===== src/hw/fp16Pkg.sv =====
package fp16Pkg;

	// IEEE 754 binary16 layout
	localparam int WordWidth = 16;
	localparam int ExpWidth = 5;
	localparam int ManWidth = 10;
	localparam int ExpBias = 15;
	localparam int ExpMax = 31;     // Inf / NaN exponent

	// Guard, round and sticky below the stored mantissa
	localparam int GuardBits = 3;

	// Pipeline depths
	localparam int AdderLatency = 3;            // align, add/normalize, round
	localparam int TreeLatency = 2 * AdderLatency;

	// Quiet NaN returned for every invalid result
	localparam logic [WordWidth-1:0] CanonNaN = 16'h7E00;

	// One fp16 word, seen as raw bits or as its fields
	typedef union packed {
		logic [WordWidth-1:0] raw;
		struct packed {
			logic sign;
			logic [ExpWidth-1:0] exponent;
			logic [ManWidth-1:0] mantissa;
		} fields;
	} halfWord_u;

endpackage


===== src/hw/accumTree.sv =====
`timescale 1ns/1ps

module accumTree import fp16Pkg::*; (
	input  logic ap_clk,
	input  logic ap_rst,
	input  logic start,
	input  logic [WordWidth-1:0] accumIn0,
	input  logic [WordWidth-1:0] accumIn1,
	input  logic [WordWidth-1:0] accumIn2,
	input  logic [WordWidth-1:0] accumIn3,
	output logic done,
	output logic [WordWidth-1:0] sum,
	output logic idle
);
	logic pairValid;                    // Both level-one adders run in step
	logic [WordWidth-1:0] lowPairSum;   // in1 + in0
	logic [WordWidth-1:0] highPairSum;  // in3 + in2
	logic finalValid;
	logic [WordWidth-1:0] finalSum;
	logic [WordWidth-1:0] sumHold;      // Last delivered sum
	logic [2:0] inFlight;               // At most TreeLatency items

	// Level one, operands go straight in on start
	fpAdder firstPairAdd (
		.ap_clk(ap_clk),
		.ap_rst(ap_rst),
		.inValid(start),
		.opA(accumIn1),
		.opB(accumIn0),
		.outValid(pairValid),
		.result(lowPairSum)
	);

	fpAdder secondPairAdd (
		.ap_clk(ap_clk),
		.ap_rst(ap_rst),
		.inValid(start),
		.opA(accumIn3),
		.opB(accumIn2),
		.outValid(),            // Same timing as pairValid
		.result(highPairSum)
	);

	// Level two
	fpAdder finalAdd (
		.ap_clk(ap_clk),
		.ap_rst(ap_rst),
		.inValid(pairValid),
		.opA(highPairSum),
		.opB(lowPairSum),
		.outValid(finalValid),
		.result(finalSum)
	);

	always_ff @(posedge ap_clk) begin
		if (ap_rst) begin
			sumHold <= '0;
		end else if (finalValid) begin
			sumHold <= finalSum;
		end
	end

	// Fresh result in the done cycle, held value otherwise
	assign done = finalValid;
	assign sum = finalValid ? finalSum : sumHold;

	// Items between start and done
	always_ff @(posedge ap_clk) begin
		if (ap_rst) begin
			inFlight <= 3'd0;
		end else begin
			case ({start, finalValid})
				2'b10: inFlight <= inFlight + 3'd1;
				2'b01: inFlight <= inFlight - 3'd1;
				default: inFlight <= inFlight;   // None, or one in and one out
			endcase
		end
	end

	assign idle = (inFlight == 3'd0) && !start;

endmodule


===== src/hw/fpAddNorm.sv =====
`timescale 1ns/1ps

module fpAddNorm import fp16Pkg::*; (
	input  logic bigSign,
	input  logic smallSign,
	input  logic [ExpWidth-1:0] bigExp,
	input  logic [ManWidth:0] bigMan,
	input  logic [ManWidth+GuardBits:0] smallManAligned,
	input  logic specialValid,
	input  logic [WordWidth-1:0] specialWord,
	output logic resSign,
	output logic signed [ExpWidth+1:0] normExp,     // May leave the 1..30 range
	output logic [ManWidth+GuardBits:0] normMan,    // Hidden one at MSB, GRS at LSBs
	output logic isZero,
	output logic specialValidOut,
	output logic [WordWidth-1:0] specialWordOut
);
	logic effSub;
	logic [ManWidth+GuardBits:0] bigExt;
	logic [ManWidth+GuardBits+1:0] rawSum;   // One carry bit on top
	logic [3:0] lzCount;
	logic signed [ExpWidth+1:0] baseExp;

	assign effSub = bigSign ^ smallSign;   // Opposite signs subtract
	assign bigExt = {bigMan, {GuardBits{1'b0}}};

	// Big operand is never smaller, so the difference stays positive
	assign rawSum = effSub ?
		({1'b0, bigExt} - {1'b0, smallManAligned}) :
		({1'b0, bigExt} + {1'b0, smallManAligned});

	assign isZero = (rawSum == '0);
	assign resSign = (effSub && isZero) ? 1'b0 : bigSign;   // Exact cancellation is +0
	assign baseExp = $signed({2'b00, bigExp});

	// Leading zeros below the carry bit; highest set bit wins
	always_comb begin
		lzCount = 4'(ManWidth + GuardBits + 1);
		for (int i = 0; i <= ManWidth + GuardBits; i++) begin
			if (rawSum[i]) begin
				lzCount = 4'(ManWidth + GuardBits - i);
			end
		end
	end

	always_comb begin
		if (rawSum[ManWidth+GuardBits+1]) begin
			// Carry out, one step right with the dropped bit folded into sticky
			normMan = {rawSum[ManWidth+GuardBits+1:2], rawSum[1] | rawSum[0]};
			normExp = baseExp + 7'sd1;
		end else begin
			normMan = rawSum[ManWidth+GuardBits:0] << lzCount;
			normExp = baseExp - $signed({3'b000, lzCount});
		end
	end

	// Specials ride along to the round stage
	assign specialValidOut = specialValid;
	assign specialWordOut = specialWord;

endmodule


===== src/hw/fpAdder.sv =====
`timescale 1ns/1ps

module fpAdder import fp16Pkg::*; (
	input  logic ap_clk,
	input  logic ap_rst,
	input  logic inValid,
	input  logic [WordWidth-1:0] opA,
	input  logic [WordWidth-1:0] opB,
	output logic outValid,
	output logic [WordWidth-1:0] result
);
	// Align stage outputs and rank 1
	logic alBigSign;
	logic alSmallSign;
	logic [ExpWidth-1:0] alBigExp;
	logic [ManWidth:0] alBigMan;
	logic [ManWidth+GuardBits:0] alSmallMan;
	logic alSpecialValid;
	logic [WordWidth-1:0] alSpecialWord;
	logic r1Valid;
	logic r1BigSign;
	logic r1SmallSign;
	logic [ExpWidth-1:0] r1BigExp;
	logic [ManWidth:0] r1BigMan;
	logic [ManWidth+GuardBits:0] r1SmallMan;
	logic r1SpecialValid;
	logic [WordWidth-1:0] r1SpecialWord;

	// Add/normalize outputs and rank 2
	logic anResSign;
	logic signed [ExpWidth+1:0] anNormExp;
	logic [ManWidth+GuardBits:0] anNormMan;
	logic anIsZero;
	logic anSpecialValid;
	logic [WordWidth-1:0] anSpecialWord;
	logic r2Valid;
	logic r2ResSign;
	logic signed [ExpWidth+1:0] r2NormExp;
	logic [ManWidth+GuardBits:0] r2NormMan;
	logic r2IsZero;
	logic r2SpecialValid;
	logic [WordWidth-1:0] r2SpecialWord;

	logic [WordWidth-1:0] rdResult;   // Round stage out, rank 3 is result itself

	fpAlign align_i (
		.opA(opA),
		.opB(opB),
		.bigSign(alBigSign),
		.smallSign(alSmallSign),
		.bigExp(alBigExp),
		.bigMan(alBigMan),
		.smallManAligned(alSmallMan),
		.specialValid(alSpecialValid),
		.specialWord(alSpecialWord)
	);

	fpAddNorm addNorm_i (
		.bigSign(r1BigSign),
		.smallSign(r1SmallSign),
		.bigExp(r1BigExp),
		.bigMan(r1BigMan),
		.smallManAligned(r1SmallMan),
		.specialValid(r1SpecialValid),
		.specialWord(r1SpecialWord),
		.resSign(anResSign),
		.normExp(anNormExp),
		.normMan(anNormMan),
		.isZero(anIsZero),
		.specialValidOut(anSpecialValid),
		.specialWordOut(anSpecialWord)
	);

	fpRound round_i (
		.resSign(r2ResSign),
		.normExp(r2NormExp),
		.normMan(r2NormMan),
		.isZero(r2IsZero),
		.specialValid(r2SpecialValid),
		.specialWord(r2SpecialWord),
		.result(rdResult)
	);

	// Valid bits, one per rank
	always_ff @(posedge ap_clk) begin
		if (ap_rst) begin
			r1Valid <= 1'b0;
			r2Valid <= 1'b0;
			outValid <= 1'b0;
		end else begin
			r1Valid <= inValid;
			r2Valid <= r1Valid;
			outValid <= r2Valid;
		end
	end

	// Data ranks load every cycle, a new pair may enter each clock
	always_ff @(posedge ap_clk) begin
		r1BigSign <= alBigSign;
		r1SmallSign <= alSmallSign;
		r1BigExp <= alBigExp;
		r1BigMan <= alBigMan;
		r1SmallMan <= alSmallMan;
		r1SpecialValid <= alSpecialValid;
		r1SpecialWord <= alSpecialWord;
		r2ResSign <= anResSign;
		r2NormExp <= anNormExp;
		r2NormMan <= anNormMan;
		r2IsZero <= anIsZero;
		r2SpecialValid <= anSpecialValid;
		r2SpecialWord <= anSpecialWord;
		result <= rdResult;
	end

endmodule


===== src/hw/fpAlign.sv =====
`timescale 1ns/1ps

module fpAlign import fp16Pkg::*; (
	input  halfWord_u opA,
	input  halfWord_u opB,
	output logic bigSign,
	output logic smallSign,
	output logic [ExpWidth-1:0] bigExp,
	output logic [ManWidth:0] bigMan,                    // Hidden one on top
	output logic [ManWidth+GuardBits:0] smallManAligned, // Shifted, GRS at bottom
	output logic specialValid,
	output logic [WordWidth-1:0] specialWord
);
	logic aZero;
	logic bZero;
	logic aNaN;
	logic bNaN;
	logic aInf;
	logic bInf;
	logic [WordWidth-2:0] aMag;   // Magnitude after subnormal flush
	logic [WordWidth-2:0] bMag;
	logic swap;                   // B is the larger operand
	logic [ExpWidth-1:0] smallExp;
	logic [ManWidth:0] smallMan;
	logic [ExpWidth-1:0] expDiff;
	logic [3:0] shiftAmt;
	logic [2*(ManWidth+GuardBits+1)-1:0] alignWide;

	// Zero exponent covers zero and subnormals
	assign aZero = (opA.fields.exponent == '0);
	assign bZero = (opB.fields.exponent == '0);
	assign aNaN = (opA.fields.exponent == ExpWidth'(ExpMax)) && (opA.fields.mantissa != '0);
	assign bNaN = (opB.fields.exponent == ExpWidth'(ExpMax)) && (opB.fields.mantissa != '0);
	assign aInf = (opA.fields.exponent == ExpWidth'(ExpMax)) && (opA.fields.mantissa == '0);
	assign bInf = (opB.fields.exponent == ExpWidth'(ExpMax)) && (opB.fields.mantissa == '0);

	assign aMag = aZero ? '0 : opA.raw[WordWidth-2:0];
	assign bMag = bZero ? '0 : opB.raw[WordWidth-2:0];

	// Exponent and mantissa sit together, so one compare orders them
	assign swap = (bMag > aMag);

	assign bigSign = swap ? opB.fields.sign : opA.fields.sign;
	assign smallSign = swap ? opA.fields.sign : opB.fields.sign;
	assign bigExp = swap ? bMag[WordWidth-2:ManWidth] : aMag[WordWidth-2:ManWidth];
	assign smallExp = swap ? aMag[WordWidth-2:ManWidth] : bMag[WordWidth-2:ManWidth];
	assign bigMan = swap ? {~bZero, bMag[ManWidth-1:0]} : {~aZero, aMag[ManWidth-1:0]};
	assign smallMan = swap ? {~aZero, aMag[ManWidth-1:0]} : {~bZero, bMag[ManWidth-1:0]};

	assign expDiff = bigExp - smallExp;   // Never negative
	assign shiftAmt = (expDiff > 5'd15) ? 4'd15 : expDiff[3:0]; // Beyond 15 all bits are sticky anyway

	// Upper half keeps the aligned value, lower half catches what falls off
	assign alignWide = {smallMan, {GuardBits{1'b0}}, {(ManWidth+GuardBits+1){1'b0}}} >> shiftAmt;
	assign smallManAligned = {alignWide[2*(ManWidth+GuardBits+1)-1:ManWidth+GuardBits+2],
		|alignWide[ManWidth+GuardBits+1:0]};

	assign specialValid = aNaN | bNaN | aInf | bInf;

	always_comb begin
		if (aNaN || bNaN) begin
			specialWord = CanonNaN;
		end else if (aInf && bInf && (opA.fields.sign != opB.fields.sign)) begin
			specialWord = CanonNaN;   // inf - inf
		end else if (aInf) begin
			specialWord = opA.raw;
		end else begin
			specialWord = opB.raw;
		end
	end

endmodule


===== src/hw/fpRound.sv =====
`timescale 1ns/1ps

module fpRound import fp16Pkg::*; (
	input  logic resSign,
	input  logic signed [ExpWidth+1:0] normExp,
	input  logic [ManWidth+GuardBits:0] normMan,
	input  logic isZero,
	input  logic specialValid,
	input  logic [WordWidth-1:0] specialWord,
	output logic [WordWidth-1:0] result
);
	logic guardBit;
	logic roundBit;
	logic stickyBit;
	logic roundUp;
	logic [ManWidth+1:0] rounded;   // Hidden one plus carry room
	logic signed [ExpWidth+1:0] finalExp;
	logic [ManWidth-1:0] finalMan;
	halfWord_u packedWord;

	assign guardBit = normMan[GuardBits-1];
	assign roundBit = normMan[GuardBits-2];
	assign stickyBit = normMan[0];

	// Nearest even, mantissa LSB breaks the tie
	assign roundUp = guardBit & (roundBit | stickyBit | normMan[GuardBits]);
	assign rounded = {1'b0, normMan[ManWidth+GuardBits:GuardBits]} +
		{{(ManWidth+1){1'b0}}, roundUp};

	// 1.11..1 rounding up lands on 10.00..0
	assign finalExp = normExp + $signed({{(ExpWidth+1){1'b0}}, rounded[ManWidth+1]});
	assign finalMan = rounded[ManWidth+1] ? rounded[ManWidth:1] : rounded[ManWidth-1:0];

	always_comb begin
		packedWord.fields.sign = resSign;
		packedWord.fields.exponent = finalExp[ExpWidth-1:0];
		packedWord.fields.mantissa = finalMan;
		if (specialValid) begin
			packedWord.raw = specialWord;   // NaN or inf from the inputs
		end else if (isZero || finalExp <= 0) begin
			packedWord.fields.exponent = '0;   // Underflow flushes, sign kept
			packedWord.fields.mantissa = '0;
		end else if (finalExp >= ExpMax) begin
			packedWord.fields.exponent = '1;   // Overflow to signed inf
			packedWord.fields.mantissa = '0;
		end
	end

	assign result = packedWord.raw;

endmodule


===== config.mk =====
export PLATFORM = sky130hd
export DESIGN_NAME = accumTree
export DESIGN_NICKNAME = d
export VERILOG_FILES = /design/src/hw/fp16Pkg.sv /design/src/hw/accumTree.sv /design/src/hw/fpAddNorm.sv /design/src/hw/fpAdder.sv /design/src/hw/fpAlign.sv /design/src/hw/fpRound.sv
export SDC_FILE = /design/constraint.sdc
export NUM_CORES = 1
export LEC_CHECK = 0
export ABC_AREA = 1
export BUFFER_PORTS_ARGS = -buffer_cell sky130_fd_sc_hd__buf_2
export CAP_MARGIN = 20
export CORE_ASPECT_RATIO = 0.9
export CORE_MARGIN = 10
export CORE_UTILIZATION = 45
export DETAILED_ROUTE_END_ITERATION = 8
export GPL_TIMING_DRIVEN = 0
export HOLD_SLACK_MARGIN = 0.1
export PLACE_DENSITY = 0.64
export SYNTH_ARGS = -nofsm -noshare
export SYNTH_HDL_FRONTEND = slang
export SYNTH_HIERARCHICAL = 1
export SYNTH_SLANG_ARGS = --single-unit

===== constraint.sdc =====
create_clock -name ap_clk -period 3.8 [get_ports ap_clk]
set_input_delay 0.76 -clock ap_clk [delete_from_list [all_inputs] [get_ports ap_clk]]
set_output_delay 0.76 -clock ap_clk [all_outputs]
set_load 0.03 [all_outputs]

# Yosys cells after proc, flatten, opt, wreduce, memory -nomap -nowiden
# Index checks and enable logic that the tools add are counted.
[word_totals]
latchBits = 0
inputBits = 67
mem_count = 0
mem_bits_rw = 0
regBits = 340
output_inout_bits = 18
romBits = 0
[op_classes]
magnitude_cmp = 12
eq_ne = 11
mux = 98
n_shift = 6
n_mul = 0
bitwise_logic = 30
n_reduce_logical = 58
n_addsub = 23
div_mod_pow = 0
[ops]
columns = ["operator", "n"]
rows = [
  ["two-way mux 15 bit", 18],
  ["two-way mux 4 bit", 42],
  ["right shift 28 x 4 -> 28 bit", 3],
  ["two-way mux 11 bit", 6],
  ["two-way mux 16 bit", 4],
  ["logical NOT 10 bit", 6],
  ["nonzero test 10 bit", 6],
  ["adder 14 x 14 -> 15 bit", 3],
  ["> comparator 15 bit", 3],
  ["logical NOT 15 bit", 3],
  ["OR reduction 15 bit", 3],
  ["subtractor 14 x 14 -> 15 bit", 3],
  ["<< shifter 14 x 4 -> 14 bit", 3],
  ["two-way mux 13 bit", 3],
  ["adder 11 x 1 -> 12 bit", 3],
  ["equality test 5 bit (second input constant)", 6],
  ["logical NOT 5 bit", 6],
  ["two-way mux 10 bit", 3],
  ["two-way mux 5 bit", 6],
  ["logical AND 1 bit", 22],
  ["adder 7 x 2 -> 7 bit", 3],
  ["greater-or-equal comparator 7 x 6 -> 1 bit (second input constant)", 3],
  ["<= comparator 7 x 1 -> 1 bit (second input constant)", 3],
  ["two-way mux 7 bit", 3],
  ["other kinds (21)", 74],
]

# Logic depth before layout (Yosys ltp)
# Gate-level depths: netlist of the first run.
[logic_depth]
word_depth = 18
ltp_mapped = 36
depth_no_buf = 33

# Modules after synthesis
# The synthesis of the first run kept the hierarchy.
[by_module_without_submodules]
columns = ["mod", "instances", "area_each_um2", "cells_each"]
rows = [
  ["fpAdder", 3, 2184.6, 114],
  ["fpAddNorm (finalAdd.addNorm_i ...)", 2, 2600.0, 484],
  ["fpAlign (finalAdd.align_i ...)", 2, 1964.4, 394],
  ["fpAddNorm (firstPairAdd.addNorm_i)", 1, 2653.8, 488],
  ["fpRound", 3, 784.5, 170],
  ["fpAlign (secondPairAdd.align_i)", 1, 1984.4, 393],
  ["accumTree", 1, 904.6, 111],
]

# Least setup slack after synthesis of the first run
# Ideal clock, no wire load.
[synth_timing]
path_type = "in2reg"
from = "input accumIn2[12]"
to = "register secondPairAdd.r1SmallMan[0]"
cell_stages = 33
t_arrival_ns = 3.872
required_time_ns = 3.685
setup_slack_ns = -0.187
path_cell_list = "nor3_1 -> nand3_1 -> clkbuf_1 -> nand2_1 -> inv_1 -> ha_1 -> nand2_1 -> nor2_1 -> nand2_1 -> nand2_1 -> nand2_1 -> nand2_2 -> nand2_2 -> buf_6 -> nand2_1 -> o21a_1 -> o21ai_0 -> ha_1 -> inv_1 -> nand2_2 -> nand2_1 -> nand3_2 -> nand3_4 -> buf_6 -> nand2_1 -> nand3_1 -> nand3_1 -> nand2_1 -> nand2_1 -> nor2_1 -> nand2_1 -> nand2_1 -> nand2_1"
[synth_between]
elab_chain_len = 9
elab_cells_between_ends = 12
cone_classes = "add/sub (1); order compare (2); shift (1); mux (5); bitwise (1); reduce/logical (2)"
[synth_rtl]
columns = ["item", "line", "rtl"]
rows = [
  ["start: declaration", "accumTree.sv:9", "input logic [WordWidth-1:0] accumIn2,"],
  ["logical NOT 5 bit", "fpAlign.sv:31", "assign bZero = (opB.fields.exponent == '0);"],
  ["two-way mux 15 bit", "fpAlign.sv:38", "assign bMag = bZero ? '0 : opB.raw[WordWidth-2:0];"],
  ["> comparator 15 bit", "fpAlign.sv:41", "assign swap = (bMag > aMag);"],
  ["two-way mux 5 bit, on equally long branches", "fpAlign.sv:45, fpAlign.sv:46", ""],
  ["subtractor 5 bit", "fpAlign.sv:50", "assign expDiff = bigExp - smallExp;"],
  ["> comparator 5 x 4 -> 1 bit", "fpAlign.sv:51", "assign shiftAmt = (expDiff > 5'd15) ? 4'd15 : expDiff[3:0];"],
  ["two-way mux 4 bit", "fpAlign.sv:51", ""],
  ["right shift 28 x 4 -> 28 bit (*)", "fpAlign.sv:54", "assign alignWide = {smallMan, {GuardBits{1'b0}}, {(ManWidth+GuardBits+1){1'b0}}} >> shiftAmt;"],
  ["OR reduction 15 bit (*)", "fpAlign.sv:56", "|alignWide[ManWidth+GuardBits+1:0]};"],
  ["named net secondPairAdd.alSmallMan[0]", "fpAdder.sv:17", "logic [ManWidth+GuardBits:0] alSmallMan;"],
  ["end signal: assignment", "fpAdder.sv:103", "r1SmallMan <= alSmallMan;"],
  ["end: declaration", "fpAdder.sv:25", "logic [ManWidth+GuardBits:0] r1SmallMan;"],
]
# The timed path passes the listed nets; every way through them passes the cells marked *.
# A chain may end at the register's enable or synchronous reset.

# Worst setup path after layout of the first run
[layout_timing]
from = "register firstPairAdd.result[11]"
to = "register finalAdd.r1SmallMan[0]"
[layout_between]
elab_chain_len = 9
elab_cells_between_ends = 12
cone_classes = "add/sub (1); order compare (2); shift (1); mux (5); bitwise (1); reduce/logical (2)"
[layout_rtl]
columns = ["item", "line", "rtl"]
rows = [
  ["start: declaration", "fpAdder.sv:10", "output logic [WordWidth-1:0] result"],
  ["start signal: assignment", "fpAdder.sv:112", "result <= rdResult;"],
  ["logical NOT 5 bit", "fpAlign.sv:31", ""],
  ["two-way mux 15 bit", "fpAlign.sv:38", ""],
  ["> comparator 15 bit", "fpAlign.sv:41", ""],
  ["two-way mux 5 bit, on equally long branches", "fpAlign.sv:45, fpAlign.sv:46", ""],
  ["subtractor 5 bit", "fpAlign.sv:50", ""],
  ["> comparator 5 x 4 -> 1 bit", "fpAlign.sv:51", ""],
  ["two-way mux 4 bit", "fpAlign.sv:51", ""],
  ["right shift 28 x 4 -> 28 bit (*)", "fpAlign.sv:54", ""],
  ["OR reduction 15 bit (*)", "fpAlign.sv:56", ""],
  ["named net finalAdd.alSmallMan[0]", "fpAdder.sv:17", ""],
  ["end signal: assignment", "fpAdder.sv:103", ""],
  ["end: declaration", "fpAdder.sv:25", ""],
]
# Marks and branches as above.

==> flow_summary.ini, run 1 <==
[timing]
rsz0062_at_grt = yes
slew_headroom_pct = 54.3
max_freq_mhz = 252
period_share_pct = 105
timing.hold.ws_ns = 0.403
worst_pin_slew_ns = 0.679
timing.setup.tns_ns = -0.218
maxSlewViolCount = 0
finalHoldViolCount = 0
setup_viol = 2
fin_skew_ns = 0.0234
layout_min_cycle_time_ns = 3.97
setup_slack_ns = -0.171

[cts]
cts_tree = built
clock_path_buffers = 3
clock_latency_ns = 0.57
clk_pin_slew_ns = 0.06
cts-root-buf = clkbuf_16
clock_sinks = 340
cts-hold-fix-buffers = 0
cts-buffers-inserted = 39
cts_max_level = 2

[power]
power.leakage_nw = 14.6
power.density_mw_per_mm2 = 1020
ir_drop_v = 0.000836

[place]
place_ws_ns = -0.767
gp_congestion = 0.965
port_buffers = 84
dp_hpwl_mm = 51.0

[global_route]
grt_max_degree = 15
grt_pass1_vias = 20716
antenna_found_initial = 0
gr-usage-all-layers_pct = 19.9
grt_pass1_wl_mm = 103
grt_remaining_overflow = 0

[detailed_routing]
firstDrtPassIters = 6
post-route-drc-count = 0
num_vias = 23376
viasPerCell = 5.16
drt_wl_total_mm = 67.0
detail-route-antenna-nets = 0
post_drt_wl_per_cell_um = 14.8
drtIter0Drc = 1851

[critical_path]
crit_type = flip-flop to flip-flop
cp.arrival_ns = 4.44
crit_family = simple AND/OR/NAND/NOR gates
worstSetupEndpointType = flip-flop
r2r_slack_ns = -0.17
worstPathRequired_ns = 4.27
crit_path_top_delay_cell = dfxtp_4
critPathLaunchType = flip-flop
crit_path_frequent_cell = nand2_2
path_max_fanout = 10
slowest_delay_ns = 0.37
critPathBufInv = 5

[finish]
drive_gt1_share_pct = 23.3
fillerInstances = 5045
seqCellArea_sq_mm = 0.00682
multi_input_area_sq_mm = 0.0150
fin_nets = 4024
antenna_cells = 0
area_delta_synth_final_pct = 21.4

[floorplanning]
die_area_sq_mm = 0.0618
start_util_pct = 45.5
boundaryPins = 85
fp.dieH_um = 237
dieWidth_um = 261
num_rows = 79
coreArea_sq_mm = 0.0517

[status]
failed_checks = setup timing
status = finished, violations left

[hold_path]
holdCritPathClass = flip-flop to flip-flop

[logic_synthesis]
yosys_warnings = 6
synth_area_sq_mm = 0.0235
syn_area_per_cell_sq_um = 6.54
syn_nets = 3807
synthCells = 3591

[run]
maxCapViolCount = 0
worst register-to-register path: cells and delay by family (launching register included):
family	cells	cell delay (ns)
DFF	1	0.37
buffers and inverters	5	0.51
AOI/OAI and AO/OA	2	0.22
and+or+nand+nor	22	2.32
adders and majority gates	2	0.47
layer usage:
metal	wire, um	track usage, %	up-vias
li1	-	-	11908
met1	30700	27.2	10529
met2	30000	31.5	809
met3	4230	2.81	130
met4	2000	6.50	0
met5	0	0	-
report_power, final:
part	total [mW]	internal (mW)	switching, mW
clock	3.88	2.32	1.56
sequential	5.55	4.79	0.755
combinational	19.6	7.49	12.1
total	29.1	14.6	14.5
sequential cells by signal (all words and copies together), names as in the netlist, 11 cells and up:
name                         flops
firstPairAdd/r2SpecialWord      16
firstPairAdd/r1SpecialWord      16
finalAdd/result                 16
sumHold                         16
secondPairAdd/r1BigMan          11
secondPairAdd/r2NormMan         14
finalAdd/r1BigMan               11
firstPairAdd/r2NormMan          14
firstPairAdd/result             16
secondPairAdd/r2SpecialWord     16
finalAdd/r1SpecialWord          16
secondPairAdd/r1SmallMan        14
secondPairAdd/result            16
firstPairAdd/r1SmallMan         14
firstPairAdd/r1BigMan           11
finalAdd/r2SpecialWord          16
secondPairAdd/r1SpecialWord     16
finalAdd/r1SmallMan             14
finalAdd/r2NormMan              14
layout make-up:
| class | instances | share of cell area, % |
|---|---|---|
| clock buffer | 50 | 3.78 |
| tap | 688 | 3.02 |
| multi-input combinational | 2585 | 52.6 |
| sequential | 340 | 23.9 |
| buffer | 171 | 4.82 |
| inverter | 494 | 6.65 |
| timing repair buffer | 177 | 4.26 |
| clock inverter | 21 | 0.961 |
what timing repair did:
item                       CTS  global route
setup endpoints to repair   19            69
gates cloned                 6             6
gates resized for setup     60           359
pin swaps                   21           151
setup buffers               18            63
cell usage in the layout (no fill, tap or decap), types with 13 or more instances in the layout:
| cell type | instances |
|---|---|
| a21oi_1 | 65 |
| a21oi_2 | 33 |
| buf_2 | 95 |
| buf_4 | 149 |
| buf_6 | 57 |
| clkbuf_1 | 36 |
| clkbuf_16 | 40 |
| dfxtp_1 | 331 |
| ha_1 | 103 |
| ha_2 | 15 |
| ha_4 | 24 |
| inv_1 | 411 |
| inv_2 | 64 |
| nand2_1 | 1022 |
| nand2_2 | 138 |
| nand2_4 | 37 |
| nand3_1 | 350 |
| nand3_2 | 78 |
| nand3b_1 | 17 |
| nand4_1 | 94 |
| nor2_1 | 170 |
| nor2_2 | 20 |
| nor2_4 | 17 |
| nor3_1 | 13 |
| nor4_1 | 20 |
| o21ai_0 | 146 |
| o21ai_1 | 50 |
| o21bai_1 | 14 |
| xor2_1 | 24 |
per-stage QoR:
stage | cells | utilization (%) | cell area [sq um] | power [mW]
after floorplan | 3591 | - | 23600 | 18.3
after global placement | 4363 | 48.1 | 24900 | 22.0
after detailed placement | 4363 | 48.1 | 24900 | 22.0
after CTS | 4458 | 51.5 | 26600 | 26.9
after global routing | 4526 | 55.2 | 28500 | 31.6
final | 4526 | 55.2 | 28500 | 29.1
path summary, 6_finish.rpt:
| kind | startpoint | endpoint | depth (start not counted) |
|---|---|---|---|
| max reg2reg | firstPairAdd/result[11] | finalAdd/r1SmallMan[0] | 31 |
| min | finalAdd/r2Valid | finalAdd/outValid | 2 |
| min reg2reg | finalAdd/r2Valid | finalAdd/outValid | 2 |
| max | firstPairAdd/result[11] | finalAdd/r1SmallMan[0] | 31 |
(Power assumes the default switching activity.)
==> run 2: changes to the inputs <==
CORE_UTILIZATION = 55   (was 45)
PLACE_DENSITY = 0.76   (was 0.64)
SLEW_MARGIN = 0   (was default)
==> flow_summary.ini, run 2 (synthesized netlist as in run 1, its figures left out) <==
[status]
status = finished, violations left
failed_checks = setup timing

[cts]
cts_max_level = 2
clk_pin_slew_ns = 0.06
cts_tree = built
cts-buffers-inserted = 36
cts-root-buf = clkbuf_16
clock_sinks = 340
clock_latency_ns = 0.56
cts-hold-fix-buffers = 0
clock_path_buffers = 3

[detailed_routing]
viasPerCell = 5.50
post-route-drc-count = 0
detail-route-antenna-nets = 0
drtIter0Drc = 2684
firstDrtPassIters = 6
drt_wl_total_mm = 65.6
num_vias = 24010
post_drt_wl_per_cell_um = 15.0

[power]
power.density_mw_per_mm2 = 1030
ir_drop_v = 0.000836
power.leakage_nw = 14.5

[finish]
area_delta_synth_final_pct = 20.6
final_common_cell = nand2_1
drive_gt1_share_pct = 23.1
fin_util_pct = 67.5
design_area_sq_mm = 0.0283
final_cell_mix = nand2_1 (1,029), inv_1 (412), nand3_1 (339)
fin_nets = 4008
antenna_cells = 0
fillerInstances = 3566

[critical_path]
critPathBufInv = 7
crit_path_frequent_cell = nand2_1
crit_path_top_delay_cell = dfxtp_1
worstPathRequired_ns = 4.23
path_max_fanout = 5
startpoint = firstPairAdd/result[13]
critPathLaunchType = flip-flop
crit_type = flip-flop to flip-flop
cp.arrival_ns = 4.33
r2r_start = firstPairAdd/result[13]
slowest_delay_ns = 0.45
worstSetupEndpointType = flip-flop
crit_family = simple AND/OR/NAND/NOR gates

[place]
gp_congestion = 0.974
place_ws_ns = -0.741
placed_area_sq_mm = 0.0247
port_buffers = 84
dp_hpwl_mm = 48.0

[floorplanning]
die_area_sq_mm = 0.0514
start_util_pct = 55.9
coreArea_sq_mm = 0.0420
num_rows = 71
fp.dieH_um = 216
dieWidth_um = 238
boundaryPins = 85

[timing]
worst_pin_slew_ns = 0.649
rsz0062_at_grt = yes
maxSlewViolCount = 0
layout_min_cycle_time_ns = 3.90
finalHoldViolCount = 0
setup_slack_ns = -0.103
fin_skew_ns = 0.0143
timing.hold.ws_ns = 0.398
max_freq_mhz = 256
slew_headroom_pct = 56.3
timing.setup.tns_ns = -0.241
period_share_pct = 103
setup_viol = 5

[hold_path]
holdCritPathClass = flip-flop to flip-flop
min-delay-start = finalAdd/r2Valid

[global_route]
grt_pass1_wl_mm = 99.9
grt_max_degree = 16
grt_remaining_overflow = 0
gr-usage-all-layers_pct = 22.9
antenna_found_initial = 1
grt_pass1_vias = 20988

[run]
maxCapViolCount = 0
==> run 2: changes by cell type in the layout (fill, tap and decap cells not counted), moves of 8 or more <==
cell	before	now
nand3_1	350	339
nand2_2	138	124
buf_4	149	134
nand2_4	37	45
nand3_4	12	21
==> run 2: area by class of cell <==
cell class	count	area, sq um	area share [%]
Buffer	171	1390	4.91
Clock buffer	39	942	3.32
Clock inverter	25	347	1.22
Inverter	494	1900	6.70
Multi-Input combinational cell	2585	15100	53.4
Sequential cell	340	6820	24.1
Tap cell	547	684	2.41
Timing Repair Buffer	164	1130	3.99
==> run 2: path summary, 6_finish.rpt <==
check                                 to  slack, ns  cells after the start
setup / recovery  finalAdd/r1SmallMan[0]      -0.10                     34
hold / removal         finalAdd/outValid       0.40                      2
setup reg to reg  finalAdd/r1SmallMan[0]      -0.10                     34
hold reg to reg        finalAdd/outValid       0.40                      2
==> run 2: through the flow <==
step / cells / total power [mW]
global placement: 4222 / 21.8
detailed placement: 4222 / 21.9
finish: 4365 / 29.2
global route: 4365 / 31.5
floorplan: 3591 / 18.3
CTS: 4296 / 26.0
==> run 2: power by group <==
| part | leakage [nW] | total, mW | internal [mW] | switching, mW |
|---|---|---|---|---|
| clock | 0.620 | 3.77 | 2.30 | 1.48 |
| combinational | 11.1 | 19.8 | 7.42 | 12.4 |
| sequential | 2.84 | 5.57 | 4.79 | 0.785 |
| total | 14.5 | 29.2 | 14.5 | 14.7 |
==> run 2: what timing repair did <==
item,4_1_cts,5_1_grt
setup endpoints to repair,22,73
setup buffers,9,59
gates cloned,1,11
gates resized for setup,33,403
pin swaps,9,156
==> run 2: metal layers <==
metal / track usage (%) / part of all wire, % / vias up
met1: 31.2 / 44 / 10773
met2: 36.0 / 45 / 1135
met5: 0 / 0.011 / -
met3: 3.68 / 8.2 / 196
met4: 7.98 / 3.2 / 2
li1: - / - / 11904
==> run 2: tightest hold or removal path: stages (launching register included) <==
cell and delay (ns):
dfxtp_1 0.29, inv_1 0.04, nor2_1 0.03
